## src/source/sdSpiPkg.sv

```systemverilog
// encodings and widths shared by the SD-card SPI host blocks
// referenced by scoped name from each module that needs them
package sdSpiPkg;

	// bus opcode driven by the master
	typedef enum logic [1:0] {
		opNone  = 2'd0,
		opRead  = 2'd1,
		opWrite = 2'd2
	} mmioOp;

	// answer on mmioOk
	typedef enum logic [1:0] {
		respReady = 2'd0,
		respOk    = 2'd1,
		respHold  = 2'd2
	} mmioResp;

	// register select, address bits 3:2
	typedef enum logic [1:0] {
		regCtrl  = 2'd0,
		regData  = 2'd1,
		regQueue = 2'd2
	} regOffset;

	// bit engine phases
	typedef enum logic [1:0] {
		engIdle = 2'd0,
		engLow  = 2'd1,
		engHigh = 2'd2
	} engineState;

	// ctrl register fields
	localparam int ctrlCsBit    = 0;
	localparam int ctrlBusyBit  = 1;
	localparam int ctrlBurstBit = 5;
	localparam int ctrlDivLsb   = 24;

	localparam int dataWidth  = 64;
	localparam int byteWidth  = 8;
	localparam int queueBytes = 8;

endpackage

```

## src/source/spiXferIf.sv

```systemverilog
// byte-transfer handshake between the register block, burst sequencer and bit engine
// requester pulses start with txByte, engine answers with busy, done and rxByte
`timescale 1ns/1ps

interface spiXferIf;

	// requester side
	logic                           start;
	logic [sdSpiPkg::byteWidth-1:0] txByte;

	// engine side
	logic                           busy;
	logic                           done;
	logic [sdSpiPkg::byteWidth-1:0] rxByte;

	// register block, also the sequencer toward the engine
	modport regs (output start, output txByte, input busy, input done, input rxByte);

	// sequencer facing the register block
	modport seq (input start, input txByte, output busy, output done, output rxByte);

	// bit engine
	modport eng (input start, input txByte, output busy, output done, output rxByte);

endinterface

```

## src/source/mmioRegs.sv

```systemverilog
// MMIO register window: ctrl, single-byte data and burst queue registers
// answers READY/OK/HOLD two cycles after a request and launches transfers
`timescale 1ns/1ps

module mmioRegs (
	input  logic                           clock,
	input  logic                           rstN,
	input  logic [sdSpiPkg::dataWidth-1:0] mmioInData,
	input  logic [3:0]                     mmioAddr,
	input  sdSpiPkg::mmioOp                mmioOpm,
	input  logic                           burstBusy,
	input  logic [sdSpiPkg::dataWidth-1:0] recvQueue,
	output logic [sdSpiPkg::dataWidth-1:0] mmioOutData,
	output sdSpiPkg::mmioResp              mmioOk,
	output logic [sdSpiPkg::dataWidth-1:0] sendQueue,
	output logic                           burstStart,
	output logic                           csAssert,
	output logic [sdSpiPkg::byteWidth-1:0] divider,
	spiXferIf.regs                         xfer
);
	localparam int ctrlWidth = 32;

	sdSpiPkg::mmioOp                opQ;
	sdSpiPkg::regOffset             offQ;
	logic [sdSpiPkg::dataWidth-1:0] dataQ;
	logic [ctrlWidth-1:0]           ctrlReg;
	logic [ctrlWidth-1:0]           ctrlView;
	logic [ctrlWidth-1:0]           ctrlWrVal;
	logic [sdSpiPkg::byteWidth-1:0] dataTx;
	logic [sdSpiPkg::byteWidth-1:0] rxHold;
	logic                           startQ;
	logic                           reqLatch;
	logic                           busyAll;
	logic                           ctrlWr;
	logic                           dataWr;
	logic                           queueWr;
	sdSpiPkg::mmioResp              respNext;
	logic [sdSpiPkg::dataWidth-1:0] outNext;

	// pending launches count as busy so a poll never sees a gap
	assign busyAll = xfer.busy || burstBusy || startQ || burstStart;

	assign csAssert    = ctrlReg[sdSpiPkg::ctrlCsBit];
	assign divider     = ctrlReg[sdSpiPkg::ctrlDivLsb +: sdSpiPkg::byteWidth];
	assign xfer.start  = startQ;
	assign xfer.txByte = dataTx;

	// busy flag replaces bit 1 on read
	always_comb
	begin
		ctrlView = ctrlReg;
		ctrlView[sdSpiPkg::ctrlBusyBit] = busyAll;
	end

	// start bits are strobes, never stored
	always_comb
	begin
		ctrlWrVal = dataQ[ctrlWidth-1:0];
		ctrlWrVal[sdSpiPkg::ctrlBusyBit] = 1'b0;
		ctrlWrVal[sdSpiPkg::ctrlBurstBit] = 1'b0;
	end

	// decode of the registered request
	always_comb
	begin
		respNext = sdSpiPkg::respReady;
		outNext  = '0;
		ctrlWr   = 1'b0;
		dataWr   = 1'b0;
		queueWr  = 1'b0;
		// latched cycle holds the stale copy of the request just answered
		if (opQ != sdSpiPkg::opNone && !reqLatch)
		begin
			case (offQ)
				sdSpiPkg::regCtrl:
				begin
					if (opQ == sdSpiPkg::opRead)
					begin
						outNext  = {{(sdSpiPkg::dataWidth - ctrlWidth){1'b0}}, ctrlView};
						respNext = sdSpiPkg::respOk;
					end
					else if (busyAll)
						respNext = sdSpiPkg::respHold;
					else
					begin
						ctrlWr   = 1'b1;
						respNext = sdSpiPkg::respOk;
					end
				end
				sdSpiPkg::regData:
				begin
					// exchange register is off limits mid-transfer
					if (busyAll)
						respNext = sdSpiPkg::respHold;
					else if (opQ == sdSpiPkg::opRead)
					begin
						outNext  = {{(sdSpiPkg::dataWidth - sdSpiPkg::byteWidth){1'b0}}, rxHold};
						respNext = sdSpiPkg::respOk;
					end
					else
					begin
						dataWr   = 1'b1;
						respNext = sdSpiPkg::respOk;
					end
				end
				sdSpiPkg::regQueue:
				begin
					if (opQ == sdSpiPkg::opRead)
						outNext = recvQueue;
					else
						queueWr = 1'b1;
					respNext = sdSpiPkg::respOk;
				end
				// unmapped offset reads zero
				default:
					respNext = sdSpiPkg::respOk;
			endcase
		end
	end

	// bus side and control state
	always_ff @(posedge clock)
	begin
		if (!rstN)
		begin
			opQ        <= sdSpiPkg::opNone;
			mmioOk     <= sdSpiPkg::respReady;
			reqLatch   <= 1'b0;
			ctrlReg    <= '0;
			startQ     <= 1'b0;
			burstStart <= 1'b0;
		end
		else
		begin
			opQ      <= mmioOpm;
			mmioOk   <= respNext;
			reqLatch <= (respNext == sdSpiPkg::respOk);
			if (ctrlWr)
				ctrlReg <= ctrlWrVal;
			// single start wins over burst
			startQ     <= ctrlWr && dataQ[sdSpiPkg::ctrlBusyBit];
			burstStart <= ctrlWr && !dataQ[sdSpiPkg::ctrlBusyBit]
				&& dataQ[sdSpiPkg::ctrlBurstBit];
		end
	end

	// payload registers
	always_ff @(posedge clock)
	begin
		offQ        <= sdSpiPkg::regOffset'(mmioAddr[3:2]);
		dataQ       <= mmioInData;
		mmioOutData <= outNext;
		if (dataWr)
			dataTx <= dataQ[sdSpiPkg::byteWidth-1:0];
		if (queueWr)
			sendQueue <= dataQ;
		// done is masked during bursts, so this keeps the last single byte
		if (xfer.done)
			rxHold <= xfer.rxByte;
	end

	// engine must be free whenever a single exchange is launched
	startWhileBusy: assert property (@(posedge clock) disable iff (!rstN)
		xfer.start |-> !xfer.busy)
		else $error("single start raised while transfer busy");

endmodule

```

## src/source/burstSequencer.sv

```systemverilog
// runs 8 back-to-back byte exchanges from the send queue into the receive queue
// passes single exchanges from the register block straight to the engine
`timescale 1ns/1ps

module burstSequencer (
	input  logic                           clock,
	input  logic                           rstN,
	input  logic                           burstStart,
	input  logic [sdSpiPkg::dataWidth-1:0] sendQueue,
	output logic                           burstBusy,
	output logic [sdSpiPkg::dataWidth-1:0] recvQueue,
	spiXferIf.seq                          up,
	spiXferIf.regs                         down
);
	localparam int cntWidth = $clog2(sdSpiPkg::queueBytes);

	logic                           active;
	logic                           issue;
	logic [cntWidth-1:0]            byteCnt;
	logic [sdSpiPkg::dataWidth-1:0] sendShift;
	logic                           lastByte;
	logic                           launch;
	logic                           byteDone;

	assign lastByte = (byteCnt == cntWidth'(sdSpiPkg::queueBytes - 1));
	assign launch   = burstStart && !active;
	assign byteDone = active && down.done;
	assign burstBusy = active;

	// burst owns the engine, otherwise pass through
	assign down.start  = active ? issue : up.start;
	assign down.txByte = active ? sendShift[sdSpiPkg::byteWidth-1:0] : up.txByte;
	assign up.busy     = down.busy || active;
	assign up.done     = down.done && !active;
	assign up.rxByte   = down.rxByte;

	always_ff @(posedge clock)
	begin
		if (!rstN)
		begin
			active  <= 1'b0;
			issue   <= 1'b0;
			byteCnt <= '0;
		end
		else
		begin
			issue <= 1'b0;
			if (launch)
			begin
				active  <= 1'b1;
				issue   <= 1'b1;
				byteCnt <= '0;
			end
			else if (byteDone)
			begin
				if (lastByte)
					active <= 1'b0;
				else
				begin
					// next byte one cycle after done, engine idle by then
					byteCnt <= byteCnt + 1'b1;
					issue   <= 1'b1;
				end
			end
		end
	end

	// low byte goes out first, received bytes enter at the top
	always_ff @(posedge clock)
	begin
		if (launch)
			sendShift <= sendQueue;
		else if (byteDone)
			sendShift <= {{sdSpiPkg::byteWidth{1'b1}},
				sendShift[sdSpiPkg::dataWidth-1:sdSpiPkg::byteWidth]};
		if (byteDone)
			recvQueue <= {down.rxByte, recvQueue[sdSpiPkg::dataWidth-1:sdSpiPkg::byteWidth]};
	end

	// register block only launches a burst when everything is idle
	burstOverlap: assert property (@(posedge clock) disable iff (!rstN)
		burstStart |-> !active && !down.busy)
		else $error("burst launched while a transfer is running");

endmodule

```

## src/source/spiBitEngine.sv

```systemverilog
// mode 0 SPI byte engine: SCLK divider, MSB-first shift, registered pins
// MISO passes a two-flop synchronizer and is sampled with matching delay
`timescale 1ns/1ps

module spiBitEngine #(
	parameter int divWidth = 9
) (
	input  logic                           clock,
	input  logic                           rstN,
	input  logic [sdSpiPkg::byteWidth-1:0] divider,
	input  logic                           csAssert,
	input  logic                           miso,
	output logic                           sclk,
	output logic                           mosi,
	output logic                           csN,
	spiXferIf.eng                          xfer
);
	localparam int bitWidth = $clog2(sdSpiPkg::byteWidth);

	sdSpiPkg::engineState           state;
	logic [divWidth-1:0]            halfCnt;
	logic [divWidth-1:0]            halfLen;
	logic [bitWidth-1:0]            bitCnt;
	logic [sdSpiPkg::byteWidth-1:0] txShift;
	logic [sdSpiPkg::byteWidth-1:0] rxShift;
	logic                           misoMeta;
	logic                           misoSync;
	logic [1:0]                     sampleDly;
	logic                           halfEnd;
	logic                           riseNow;
	logic                           lastBit;
	logic                           busyNow;
	logic                           busyQ;

	// half period of div+1 clocks, needs one bit above the divider
	assign halfLen = divWidth'(divider) + divWidth'(1);
	assign halfEnd = (halfCnt == divWidth'(1));
	assign riseNow = (state == sdSpiPkg::engLow) && halfEnd;
	assign lastBit = (bitCnt == bitWidth'(sdSpiPkg::byteWidth - 1));

	// stays busy until the last delayed sample lands
	assign busyNow     = (state != sdSpiPkg::engIdle) || (sampleDly != 2'b00);
	assign xfer.busy   = busyNow;
	assign xfer.done   = busyQ && !busyNow;
	assign xfer.rxByte = rxShift;

	always_ff @(posedge clock)
	begin
		misoMeta <= miso;
		misoSync <= misoMeta;
	end

	always_ff @(posedge clock)
	begin
		if (!rstN)
		begin
			state     <= sdSpiPkg::engIdle;
			halfCnt   <= '0;
			bitCnt    <= '0;
			sclk      <= 1'b0;
			mosi      <= 1'b0;
			csN       <= 1'b1;
			sampleDly <= 2'b00;
			busyQ     <= 1'b0;
		end
		else
		begin
			busyQ <= busyNow;
			// rising edge strobe delayed by the synchronizer depth
			sampleDly <= {sampleDly[0], riseNow};
			case (state)
				sdSpiPkg::engIdle:
				begin
					// chip select only moves between bytes
					csN <= !csAssert;
					if (xfer.start)
					begin
						state   <= sdSpiPkg::engLow;
						halfCnt <= halfLen;
						bitCnt  <= '0;
						mosi    <= xfer.txByte[sdSpiPkg::byteWidth-1];
					end
				end
				sdSpiPkg::engLow:
				begin
					if (halfEnd)
					begin
						sclk    <= 1'b1;
						state   <= sdSpiPkg::engHigh;
						halfCnt <= halfLen;
					end
					else
						halfCnt <= halfCnt - 1'b1;
				end
				sdSpiPkg::engHigh:
				begin
					if (halfEnd)
					begin
						sclk <= 1'b0;
						if (lastBit)
							state <= sdSpiPkg::engIdle;
						else
						begin
							// next bit goes out on the falling edge
							bitCnt  <= bitCnt + 1'b1;
							mosi    <= txShift[sdSpiPkg::byteWidth-2];
							state   <= sdSpiPkg::engLow;
							halfCnt <= halfLen;
						end
					end
					else
						halfCnt <= halfCnt - 1'b1;
				end
				default:
					state <= sdSpiPkg::engIdle;
			endcase
		end
	end

	// shift registers
	always_ff @(posedge clock)
	begin
		if (state == sdSpiPkg::engIdle && xfer.start)
			txShift <= xfer.txByte;
		else if (state == sdSpiPkg::engHigh && halfEnd)
			txShift <= {txShift[sdSpiPkg::byteWidth-2:0], 1'b0};
		if (sampleDly[1])
			rxShift <= {rxShift[sdSpiPkg::byteWidth-2:0], misoSync};
	end

	sclkIdleLow: assert property (@(posedge clock) disable iff (!rstN)
		(state == sdSpiPkg::engIdle) |-> !sclk)
		else $error("sclk high while engine idle");

endmodule

```

## src/source/sdSpiHost.sv

```systemverilog
// SD-card SPI host top level with plain MMIO and SPI pin ports
// divWidth sizes the SCLK half-period counter in the bit engine
`timescale 1ns/1ps

module sdSpiHost #(
	parameter int divWidth = 9
) (
	input  logic                           clock,
	input  logic                           rstN,
	input  logic [sdSpiPkg::dataWidth-1:0] mmioInData,
	input  logic [3:0]                     mmioAddr,
	input  sdSpiPkg::mmioOp                mmioOpm,
	input  logic                           miso,
	output logic [sdSpiPkg::dataWidth-1:0] mmioOutData,
	output sdSpiPkg::mmioResp              mmioOk,
	output logic                           sclk,
	output logic                           mosi,
	output logic                           csN
);
	logic                           burstBusy;
	logic                           burstStart;
	logic                           csAssert;
	logic [sdSpiPkg::byteWidth-1:0] divider;
	logic [sdSpiPkg::dataWidth-1:0] sendQueue;
	logic [sdSpiPkg::dataWidth-1:0] recvQueue;

	// register block to sequencer, sequencer to engine
	spiXferIf regXfer ();
	spiXferIf engXfer ();

	mmioRegs regBlock (
		.clock(clock), .rstN(rstN),
		.mmioInData(mmioInData), .mmioAddr(mmioAddr), .mmioOpm(mmioOpm),
		.burstBusy(burstBusy), .recvQueue(recvQueue),
		.mmioOutData(mmioOutData), .mmioOk(mmioOk),
		.sendQueue(sendQueue), .burstStart(burstStart),
		.csAssert(csAssert), .divider(divider),
		.xfer(regXfer)
	);

	burstSequencer sequencer (
		.clock(clock), .rstN(rstN),
		.burstStart(burstStart), .sendQueue(sendQueue),
		.burstBusy(burstBusy), .recvQueue(recvQueue),
		.up(regXfer), .down(engXfer)
	);

	spiBitEngine #(.divWidth(divWidth)) engine (
		.clock(clock), .rstN(rstN),
		.divider(divider), .csAssert(csAssert), .miso(miso),
		.sclk(sclk), .mosi(mosi), .csN(csN),
		.xfer(engXfer)
	);

endmodule

```

## config.mk

```make
export PLATFORM = sky130hd
export DESIGN_NAME = sdSpiHost
export DESIGN_NICKNAME = d
export VERILOG_FILES = /design/src/source/sdSpiPkg.sv /design/src/source/spiXferIf.sv /design/src/source/mmioRegs.sv /design/src/source/burstSequencer.sv /design/src/source/spiBitEngine.sv /design/src/source/sdSpiHost.sv
export SDC_FILE = /design/constraint.sdc
export NUM_CORES = 1
export LEC_CHECK = 0
export ABC_CLOCK_PERIOD_IN_PS = 4000
export BUFFER_PORTS_ARGS = -buffer_cell sky130_fd_sc_hd__buf_2
export CAP_MARGIN = 30
export CORE_MARGIN = 2
export CORE_UTILIZATION = 35
export DETAILED_ROUTE_END_ITERATION = 10
export PLACE_DENSITY_LB_ADDON = 0.05
export SYNTH_ARGS = -nofsm -noshare
export SYNTH_HDL_FRONTEND = slang
export SYNTH_SLANG_ARGS = --single-unit
```

## constraint.sdc

```tcl
create_clock -name clock -period 4 [get_ports clock]
set_input_delay 0.2 -clock clock [delete_from_list [all_inputs] [get_ports clock]]
set_output_delay 0.2 -clock clock [all_outputs]
set_load 0.02 [all_outputs]
```

==> qor.txt, run 1 <==
Power Dens Cells = 531 nW/µm²
Drt pass-1 iters = 5
RePlAce Congestion = 0.753
Crit end category = flop
Die height = 203 µm
Vias = 8191
Async SR Flop Fraction = 0%
Worst-Skew Late Latency = 0.57 ns
Layout cells sized above 1 = 18.5%
Fin crit share = 69.7%
Leakage power = 6.74 nW
Max Transition Viols Final = 0
Cells after Synth = 1039
DIE AREA = 41200 µm²
Core region area = 38800 µm²
Routed len/inst = 17.8 µm
Min Clock Period, post-route = 2.79 ns
Worst path required time = 4.19 ns
First-pass GRT wire length = 49400 µm
Least-Margin Pin Slew = 0.934 ns
Input/output buffers = 139
Initial antenna violation count = 3
Top-area cell type share of the netlist area = 48.4%
Max FO, Critical Path = 10
Critical path launch point type = flop
Crit path largest cell delay = 0.72 ns
Seq/Total Area, Yosys = 76.4%
Maximum vdd drop = 0.336 mV
Primary FF master, synth = edfxtp_1
Starting density of the core = 35.7%
Total CTS buffers = 45
CTS root buffer = clkbuf_16
Critical-path top delay cell = nor2b_1
Setup violations, final = 0
Syn nets = 1123
Relative slew slack = 37.7%
GR Util All Layers = 15.9%
Drt initial violations = 556
Worst Path Buf+Inv = 1
Flops & latches, synth = 417
Critical Path Most Common Cell = nor2b_1
Final hold vios = 0
Setup TNS = 0 ns
CP top delay family = simple AND/OR/NAND/NOR gates
Reg2reg path depth = 6
Pin count of the biggest net entering global routing = 65
Final wirelength = 32100 µm
Antenna Violating Nets Remaining = 0
Via-per-instance ratio = 4.52
ANT cells = 0
Reg-to-reg critical path startpoint = engine.state[1]
Hold Path End = engine.csN
Area leader, netlist = edfxtp_1
H-tree depth = 2
Critical path class = flop to flop
Post-synth EDFFs = 223
Mean area per synthesized cell = 13.3 µm²
R2R Path End = regBlock.xfer.txByte[0]
Worst Hold Class = input pin to flop
Most numerous cell in the Yosys netlist = nand2_1
CTS tree = done
Post-synth top cells = nand2_1 (258), edfxtp_1 (223), dfxtp_1 (194), nor2_1 (57)
Final hold slack = 0.0264 ns
Worst-case clock buffer depth = 3
Status = complete, no violations
Die Wd = 203 µm
Total power = 0.00924 W
Ordered cell list for the critical path = inv_1 > ha_1 > nor2b_1 > nand3_1 > nor3b_1 > nor2b_1
Floorplan row count = 72
Vias in the first global route = 8351
DP Wirelength = 20200 µm
Yosys warns = 0
Ranking of synthesized cells by area = edfxtp_1 (48%), dfxtp_1 (28%), nand2_1 (7.0%)
RSZ-0062 raised after global routing = no
Post-CTS setup buffers = 0
Post-Syn Area = 13800 µm²
Yosys cell types = 60
Final net count = 1340
CP arrival = 2.98 ns
Reg clk slew, reported paths = 0.06 ns
Clock sinks = 417
Area grow syn2layout = 25.6%
FF-to-FF setup slack = 1.21 ns
Hold path depth = 2
Worst clock skew = 0.0158 ns
Fmax = 359 MHz
Hold path start = rstN
Max_cap viols = 0
Io pins = 142
GR Overflow Total = 0
Residual DRC count = 0
-- worst max-delay path by stage --
stage | cells after the start | slack, ns | end | startpoint
6_report | 6 | 1.21 | regBlock.xfer.txByte[0] | engine.state[1]
5_1_grt | 6 | 0.93 | regBlock.xfer.txByte[0] | engine.state[1]
4_1_cts | 6 | 1.16 | regBlock.xfer.txByte[0] | engine.state[1]
3_5_place_dp | 6 | 1.19 | regBlock.xfer.txByte[4] | engine.state[1]
3_3_place_gp | 6 | 1.24 | regBlock.xfer.txByte[4] | engine.state[1]
2_1_floorplan | 3 | 0.11 | regBlock.sendQueue[0] | regBlock.offQ[1]
-- repair_timing --
item                                    4_1_cts  5_1_grt
gates resized for setup                       0        0
endpoints found under the setup margin        0        0
hold buffers                                 69        0
hold endpoints to repair                     69        0
-- routing by layer --
| layer | vias up | GRT usage (%) | share of wire, % |
|---|---|---|---|
| li1 | 4081 | - | - |
| met1 | 3900 | 21.9 | 47 |
| met2 | 165 | 25.2 | 46 |
| met3 | 45 | 3.50 | 4.6 |
| met4 | 0 | 4.59 | 1.9 |
| met5 | - | 0 | 0 |
-- report_power, final --
part / switching [W] / total (W) / internal (W)
Combinational: 0.000207 / 0.000370 / 0.000164
Clock: 0.00168 / 0.00424 / 0.00256
Sequential: 0.0000594 / 0.00463 / 0.00457
Total: 0.00195 / 0.00924 / 0.00729
-- state kept, by name (all words and copies together), names as in the netlist, 7 cells and up --
register / count
engine.halfCnt: 9
engine.txShift: 7
engine.xfer.rxByte: 8
regBlock.ctrlReg: 30
regBlock.dataQ: 64
regBlock.mmioOutData: 64
regBlock.rxHold: 8
regBlock.sendQueue: 64
regBlock.xfer.txByte: 8
sequencer.recvQueue: 64
sequencer.sendShift: 64
-- through the flow --
step           utilization, %  area (µm²)  std cells  setup slack, ns
2_1_floorplan               -       13800       1039            0.109
3_3_place_gp             38.9       15100       1655             1.24
3_5_place_dp             39.1       15200       1658             1.19
4_1_cts                  44.8       17400       1811             1.16
5_1_grt                  44.8       17400       1811            0.928
6_report                 44.8       17400       1811             1.21
-- logic make-up after synthesis --
family,after synthesis,synth area share (%)
simple gates,415,13.3
mux,12,0.868
compound gates,119,6.16
buf+inv,58,1.75
xor+xnor,7,0.443
fa+ha+maj,11,0.994
flops,417,76.4
-- placed cells by master, fill, tap and decap left out, types with 8 or more instances in the layout --
cell type,instances
mux2i_1,12
nand2_1,257
clkbuf_16,50
nand3_1,8
edfxtp_1,223
dfxtp_1,194
a21boi_1,11
a21oi_1,11
ha_1,11
a22oi_1,24
nor2_1,55
clkinv_2,10
buf_4,8
a21boi_0,30
nand2b_1,13
dlygate4sd3_1,69
o21ai_0,19
and3_1,36
clkbuf_1,8
buf_2,139
-- layout make-up --
cell class / instances / area [µm²]
clock buffers: 60 / 1310
clock inverters: 24 / 219
fillers: 3603 / 21400
inverters: 8 / 30.0
multi-input cells: 564 / 3060
flip-flops and latches: 417 / 10600
well taps: 518 / 648
repair buffers: 220 / 1540
Power figures use the tool's default switching activity.
==> inputs of run 2 (changes only) <==
--- a/config.mk
+++ b/config.mk
@@ -5,7 +5,7 @@
 export SDC_FILE = /design/constraint.sdc
 export NUM_CORES = 1
 export LEC_CHECK = 0
-export ABC_CLOCK_PERIOD_IN_PS = 4000
+export ABC_CLOCK_PERIOD_IN_PS = 2400
 export BUFFER_PORTS_ARGS = -buffer_cell sky130_fd_sc_hd__buf_2
 export CAP_MARGIN = 30
 export CORE_MARGIN = 2
==> constraint.sdc (replaced) <==
create_clock -name clock -period 2.4 [get_ports clock]
set_input_delay 0.12 -clock clock [delete_from_list [all_inputs] [get_ports clock]]
set_output_delay 0.12 -clock clock [all_outputs]
set_load 0.02 [all_outputs]
==> run 2 against run 1 <==
  * Flip-flop and latch count is the same
  * Register-to-register slack lost 1.0 ns
  * Worst setup slack lost 1.0 ns
==> qor.txt, run 2 (synthesis gave the netlist of run 1 again) <==
Layout cells sized above 1 = 18.8%
Die height = 203 µm
Vias = 8244
Via-per-instance ratio = 4.52
H-tree depth = 2
Drt initial violations = 488
Final net count = 1355
Status = complete, no violations
Final wirelength = 32300 µm
Commonest non-fill, non-tap cell in the layout = nand2_1
Fin cells = 1824
Critical path class = flop to flop
CTS root buffer = clkbuf_16
Routed wl met2 = 15000 µm
Least-Margin Pin Slew = 0.766 ns
Crit end category = flop
Max FO, Critical Path = 11
Crit path largest cell delay = 0.51 ns
CTS tree = done
Uppermost layer routed = met4
Metal3 WL = 1310 µm
Die Wd = 203 µm
DP Wirelength = 21000 µm
Worst path required time = 2.85 ns
Antenna Violating Nets Remaining = 0
Leakage power = 6.74 nW
Fin crit share = 92.5%
Core region area = 38800 µm²
Critical-path top delay cell = or4b_4
Drt pass-1 iters = 4
Setup TNS = 0 ns
Min Clock Period, post-route = 2.22 ns
Power Dens Cells = 859 nW/µm²
Area grow syn2layout = 26.0%
Routed len/inst = 17.7 µm
Io pins = 142
Filler instances = 3585
Critical path launch point type = flop
Fmax = 450 MHz
Residual DRC count = 0
Vias in the first global route = 8316
Maximum vdd drop = 0.673 mV
Worst Hold Class = input pin to flop
Worst-case clock buffer depth = 3
Worst Path Buf+Inv = 0
Reg clk slew, reported paths = 0.06 ns
Initial antenna violation count = 0
CP top delay family = simple AND/OR/NAND/NOR gates
GR Overflow Total = 0
Ordered cell list for the critical path = ha_1 > or4b_4 > nor2_4 > a311o_2 > nor3_1 > o31a_1
RSZ-0062 raised after global routing = no
Final hold vios = 0
Setup violations, final = 0
Max Transition Viols Final = 0
Starting density of the core = 35.7%
First-pass GRT wire length = 49600 µm
Worst-Skew Late Latency = 0.56 ns
Floorplan row count = 72
Clock sinks = 417
Detailed-routing wirelength on met1 = 15200 µm
Relative slew slack = 48.9%
Placed Instances = 1673
CP arrival = 2.67 ns
Pin count of the biggest net entering global routing = 65
Max_cap viols = 0
Most frequent cells in the layout = nand2_1 (257), edfxtp_1 (223), dfxtp_1 (194), buf_2 (139), dlygate4sd3_1 (69)
RePlAce Congestion = 0.775
Worst clock skew = 0.0175 ns
Total CTS buffers = 45
Input/output buffers = 139
GR Util All Layers = 16.1%
DIE AREA = 41200 µm²
run 2: changes by cell type in the layout (fill, tap and decap cells not counted), sizes merged, moves of 2 or more:
cell	previous run	this run
clkinv	17	5
clkbuf	60	73
inv	10	8
bufinv	4	1
buf	151	166
run 2: path summary, 6_finish.rpt:
check	endpoint	cells past startpoint	start	slack [ns]
min	engine.csN	2	rstN	0.09
max	engine.halfCnt[0]	6	engine.halfCnt[0]	0.18
max reg2reg	engine.halfCnt[0]	6	engine.halfCnt[0]	0.18
min reg2reg	engine.misoSync	0	engine.misoMeta	0.34
run 2: final cells by class:
type / count / area (µm²) / share of cell area [%]
Tap cell: 518 / 648 / 3.72
Sequential cell: 417 / 10600 / 60.7
Clock inverter: 8 / 81.3 / 0.466
Multi-Input combinational cell: 564 / 3070 / 17.6
Inverter: 8 / 33.8 / 0.194
Clock buffer: 73 / 1330 / 7.64
Timing Repair Buffer: 235 / 1690 / 9.68
Antenna cell: 1 / 2.50 / 0.0143
run 2: what timing repair did:
| item | 4_1_cts | 5_1_grt |
|---|---|---|
| hold buffers | 69 | 0 |
| endpoints found under the hold margin | 69 | 0 |
| gates resized for setup | 0 | 2 |
| buffers inserted | 0 | 0 |
| setup endpoints to repair | 0 | 6 |
run 2: power breakdown:
part / switching [W] / total [W] / internal, W
sequential: 0.0000922 / 0.00771 / 0.00761
clock: 0.00274 / 0.00664 / 0.00390
combinational: 0.000352 / 0.000634 / 0.000282
total: 0.00318 / 0.0150 / 0.0118
run 2: per-layer routing:
layer	up-vias	GRT usage (%)
met2	162	25.0
met5	-	0
met3	49	3.56
li1	4110	-
met4	0	5.32
met1	3923	22.2
run 2: stage by stage:
| step | power [W] | util, % | hold slack [ns] | setup slack [ns] | instance area, µm² |
|---|---|---|---|---|---|
| after global routing | 0.0156 | 44.9 | 0.118 | 0.0487 | 17400 |
| final | 0.0150 | 44.9 | 0.0861 | 0.179 | 17400 |
| after global placement | 0.00841 | 39.5 | 0.223 | 0.180 | 15300 |
| after CTS | 0.0152 | 44.9 | 0.0701 | 0.115 | 17400 |
| after detailed placement | 0.00841 | 39.5 | 0.224 | 0.136 | 15300 |
| after floorplan | 0.00816 | - | 0.148 | 0.107 | 13900 |
==> inputs of run 3 (changes only) <==
--- a/config.mk
+++ b/config.mk
@@ -5,6 +5,7 @@
 export SDC_FILE = /design/constraint.sdc
 export NUM_CORES = 1
 export LEC_CHECK = 0
+export ABC_AREA = 1
 export ABC_CLOCK_PERIOD_IN_PS = 2400
 export BUFFER_PORTS_ARGS = -buffer_cell sky130_fd_sc_hd__buf_2
 export CAP_MARGIN = 30
==> run 3 against run 2 <==
  * Clock skew decreased by 0.0043 ns
  * Worst setup slack improved by 0.20 ns
  * Fmax up 9.9%
  * Synthesized area rose by 0.70%
  * Register-to-register slack gained 0.20 ns
  * Clock-buffer cell count decreased by 6
  * Sequential share of layout area down 0.58 points
  * Synthesized cell count increased by 11%
  * First-iteration DRC count shrank 22%
  * Cell count rose by 7.0%
  * Combinational power decreased by 3.6%
  * Global-route usage decreased by 0.21 points
==> qor.txt, run 3 <==
Worst-case clock buffer depth = 3
Max Transition Viols Final = 0
Setup crit start = engine.state[0]
Reg-to-reg critical path startpoint = engine.state[0]
CP top delay family = simple AND/OR/NAND/NOR gates
Floorplan row count = 73
Residual DRC count = 0
Io pins = 142
Core region area = 39500 µm²
Total power = 0.0153 W
CP arrival = 2.48 ns
Top-area cell type share of the netlist area = 48.0%
GR Overflow Total = 0
Hold path start = rstN
GR Layer Usage met2 = 26.0%
Final net count = 1474
CTS root buffer = clkbuf_16
Met3 Usage GRT = 2.83%
RSZ-0062 raised after global routing = no
Antenna Violating Nets Remaining = 0
Max FO, Critical Path = 26
Setup violations, final = 0
Yosys cell types = 35
Mean area per synthesized cell = 12.1 µm²
Reg clk slew, reported paths = 0.06 ns
Starting density of the core = 35.2%
DIE AREA = 41400 µm²
Min Clock Period, post-route = 2.02 ns
Initial antenna violation count = 1
Vias in the first global route = 8706
Yosys warns = 0
Ranking of synthesized cells by area = edfxtp_1 (48%), dfxtp_1 (28%), nand2_1 (8.2%)
Post-synth EDFFs = 223
Total CTS buffers = 45
Worst Hold Class = input pin to flop
RePlAce Congestion = 0.791
Critical path launch point type = flop
Clock sinks = 417
Commonest non-fill, non-tap cell in the layout = nand2_1
Gr busiest metal = met2
Relative slew slack = 47.9%
Fin crit share = 84.2%
Worst clock skew = 0.0132 ns
Area grow syn2layout = 26.4%
Area leader, netlist = edfxtp_1
Most numerous cell in the Yosys netlist = nand2_1
Fin cells = 1952
Die Wd = 204 µm
Most frequent cells in the layout = nand2_1 (302), edfxtp_1 (223), dfxtp_1 (193), buf_2 (140), nor2_1 (92)
Final hold slack = 0.129 ns
Cells after Synth = 1149
GR Util All Layers = 15.8%
Post-Syn Area = 13900 µm²
Via-per-instance ratio = 4.37
Fmax = 495 MHz
Met1 Use GR = 21.0%
CTS tree = done
Primary FF master, synth = edfxtp_1
Async SR Flop Fraction = 0%
Leakage power = 6.93 nW
Crit end category = flop
Flops & latches, synth = 417
Drt pass-1 iters = 6
Post-route cell area = 17600 µm²
Placed Instances = 1799
Power Dens Cells = 868 nW/µm²
Input/output buffers = 139
Final wirelength = 31900 µm
Crit path largest cell delay = 0.36 ns
Final hold vios = 0
Die height = 204 µm
Drt initial violations = 383
Post-synth top cells = nand2_1 (303), edfxtp_1 (223), dfxtp_1 (194), nor2_1 (93), inv_1 (71)
H-tree depth = 2
Post-placement cell area = 15400 µm²
Syn nets = 1233
Least-Margin Pin Slew = 0.776 ns
Critical path class = flop to flop
Vias = 8521
First-pass GRT wire length = 49600 µm
Worst Path Buf+Inv = 2
Layout cells sized above 1 = 19.0%
Seq/Total Area, Yosys = 75.9%
Ordered cell list for the critical path = inv_1 > ha_1 > nand2_1 > nor2_4 > nand4_4 > buf_12 > o21ai_1 > a21oi_1
DP Wirelength = 21000 µm
Status = complete, no violations
Routed len/inst = 16.4 µm
Maximum vdd drop = 0.579 mV
Pin count of the biggest net entering global routing = 67
Critical-path top delay cell = nand4_4
Post-CTS setup buffers = 0
Worst-Skew Late Latency = 0.57 ns
Max_cap viols = 0
Worst path required time = 2.86 ns
-- run 3: cells by family after synthesis --
group           Yosys count  synth area share [%]
simple gates            452                  13.2
fa+ha+maj                11                 0.987
buf+inv                 121                  3.75
xor+xnor                  3                 0.189
compound gates          145                  5.95
flops                   417                  75.9
-- run 3: final timing paths --
| path | endpoint | slack, ns | cells past startpoint |
|---|---|---|---|
| max reg2reg | regBlock.ctrlReg[4] | 0.38 | 8 |
| min reg2reg | engine.misoSync | 0.33 | 0 |
| min | regBlock.opQ[1] | 0.13 | 4 |
| max | regBlock.ctrlReg[4] | 0.38 | 8 |
-- run 3: timing repair --
| action | in CTS | in global routing |
|---|---|---|
| hold buffers | 69 | 0 |
| hold endpoints to repair | 69 | 0 |
| gates resized for setup | 0 | 0 |
-- run 3: worst min-delay path: cells and delay by family --
kind	cells	cell delay (ns)
buf+inv	3	0.41
simple gates	1	0.11
-- run 3: metal layers --
| metal | vias to the layer above | share of wire (%) | wire [µm] |
|---|---|---|---|
| li1 | 4335 | - | - |
| met1 | 4002 | 46 | 14700 |
| met2 | 134 | 47 | 15100 |
| met3 | 50 | 4.0 | 1290 |
| met4 | 0 | 2.6 | 816 |
| met5 | - | 0 | 0 |
-- run 3: power by group --
group	switching [W]	total, W	internal, W
clock network	0.00280	0.00695	0.00415
logic	0.000360	0.000611	0.000252
registers	0.000101	0.00773	0.00762
total	0.00326	0.0153	0.0120
-- run 3: layout make-up --
cell class / instances / area, µm²
fill: 3755 / 21900
sequential: 417 / 10600
multi-input combinational: 611 / 2860
timing repair buffer: 236 / 1690
clock buffer: 67 / 1360
tap: 525 / 657
inverter: 79 / 303
clock inverter: 16 / 154
antenna: 1 / 2.50
-- run 3: metrics by stage --
stage | setup TNS (ns) | utilization, % | setup slack, ns
6_report | 0 | 44.5 | 0.378
5_1_grt | 0 | 44.5 | 0.145
4_1_cts | 0 | 44.5 | 0.365
2_1_floorplan | -35.61 | - | -0.556
3_5_place_dp | 0 | 39.0 | 0.367
3_3_place_gp | 0 | 38.9 | 0.331
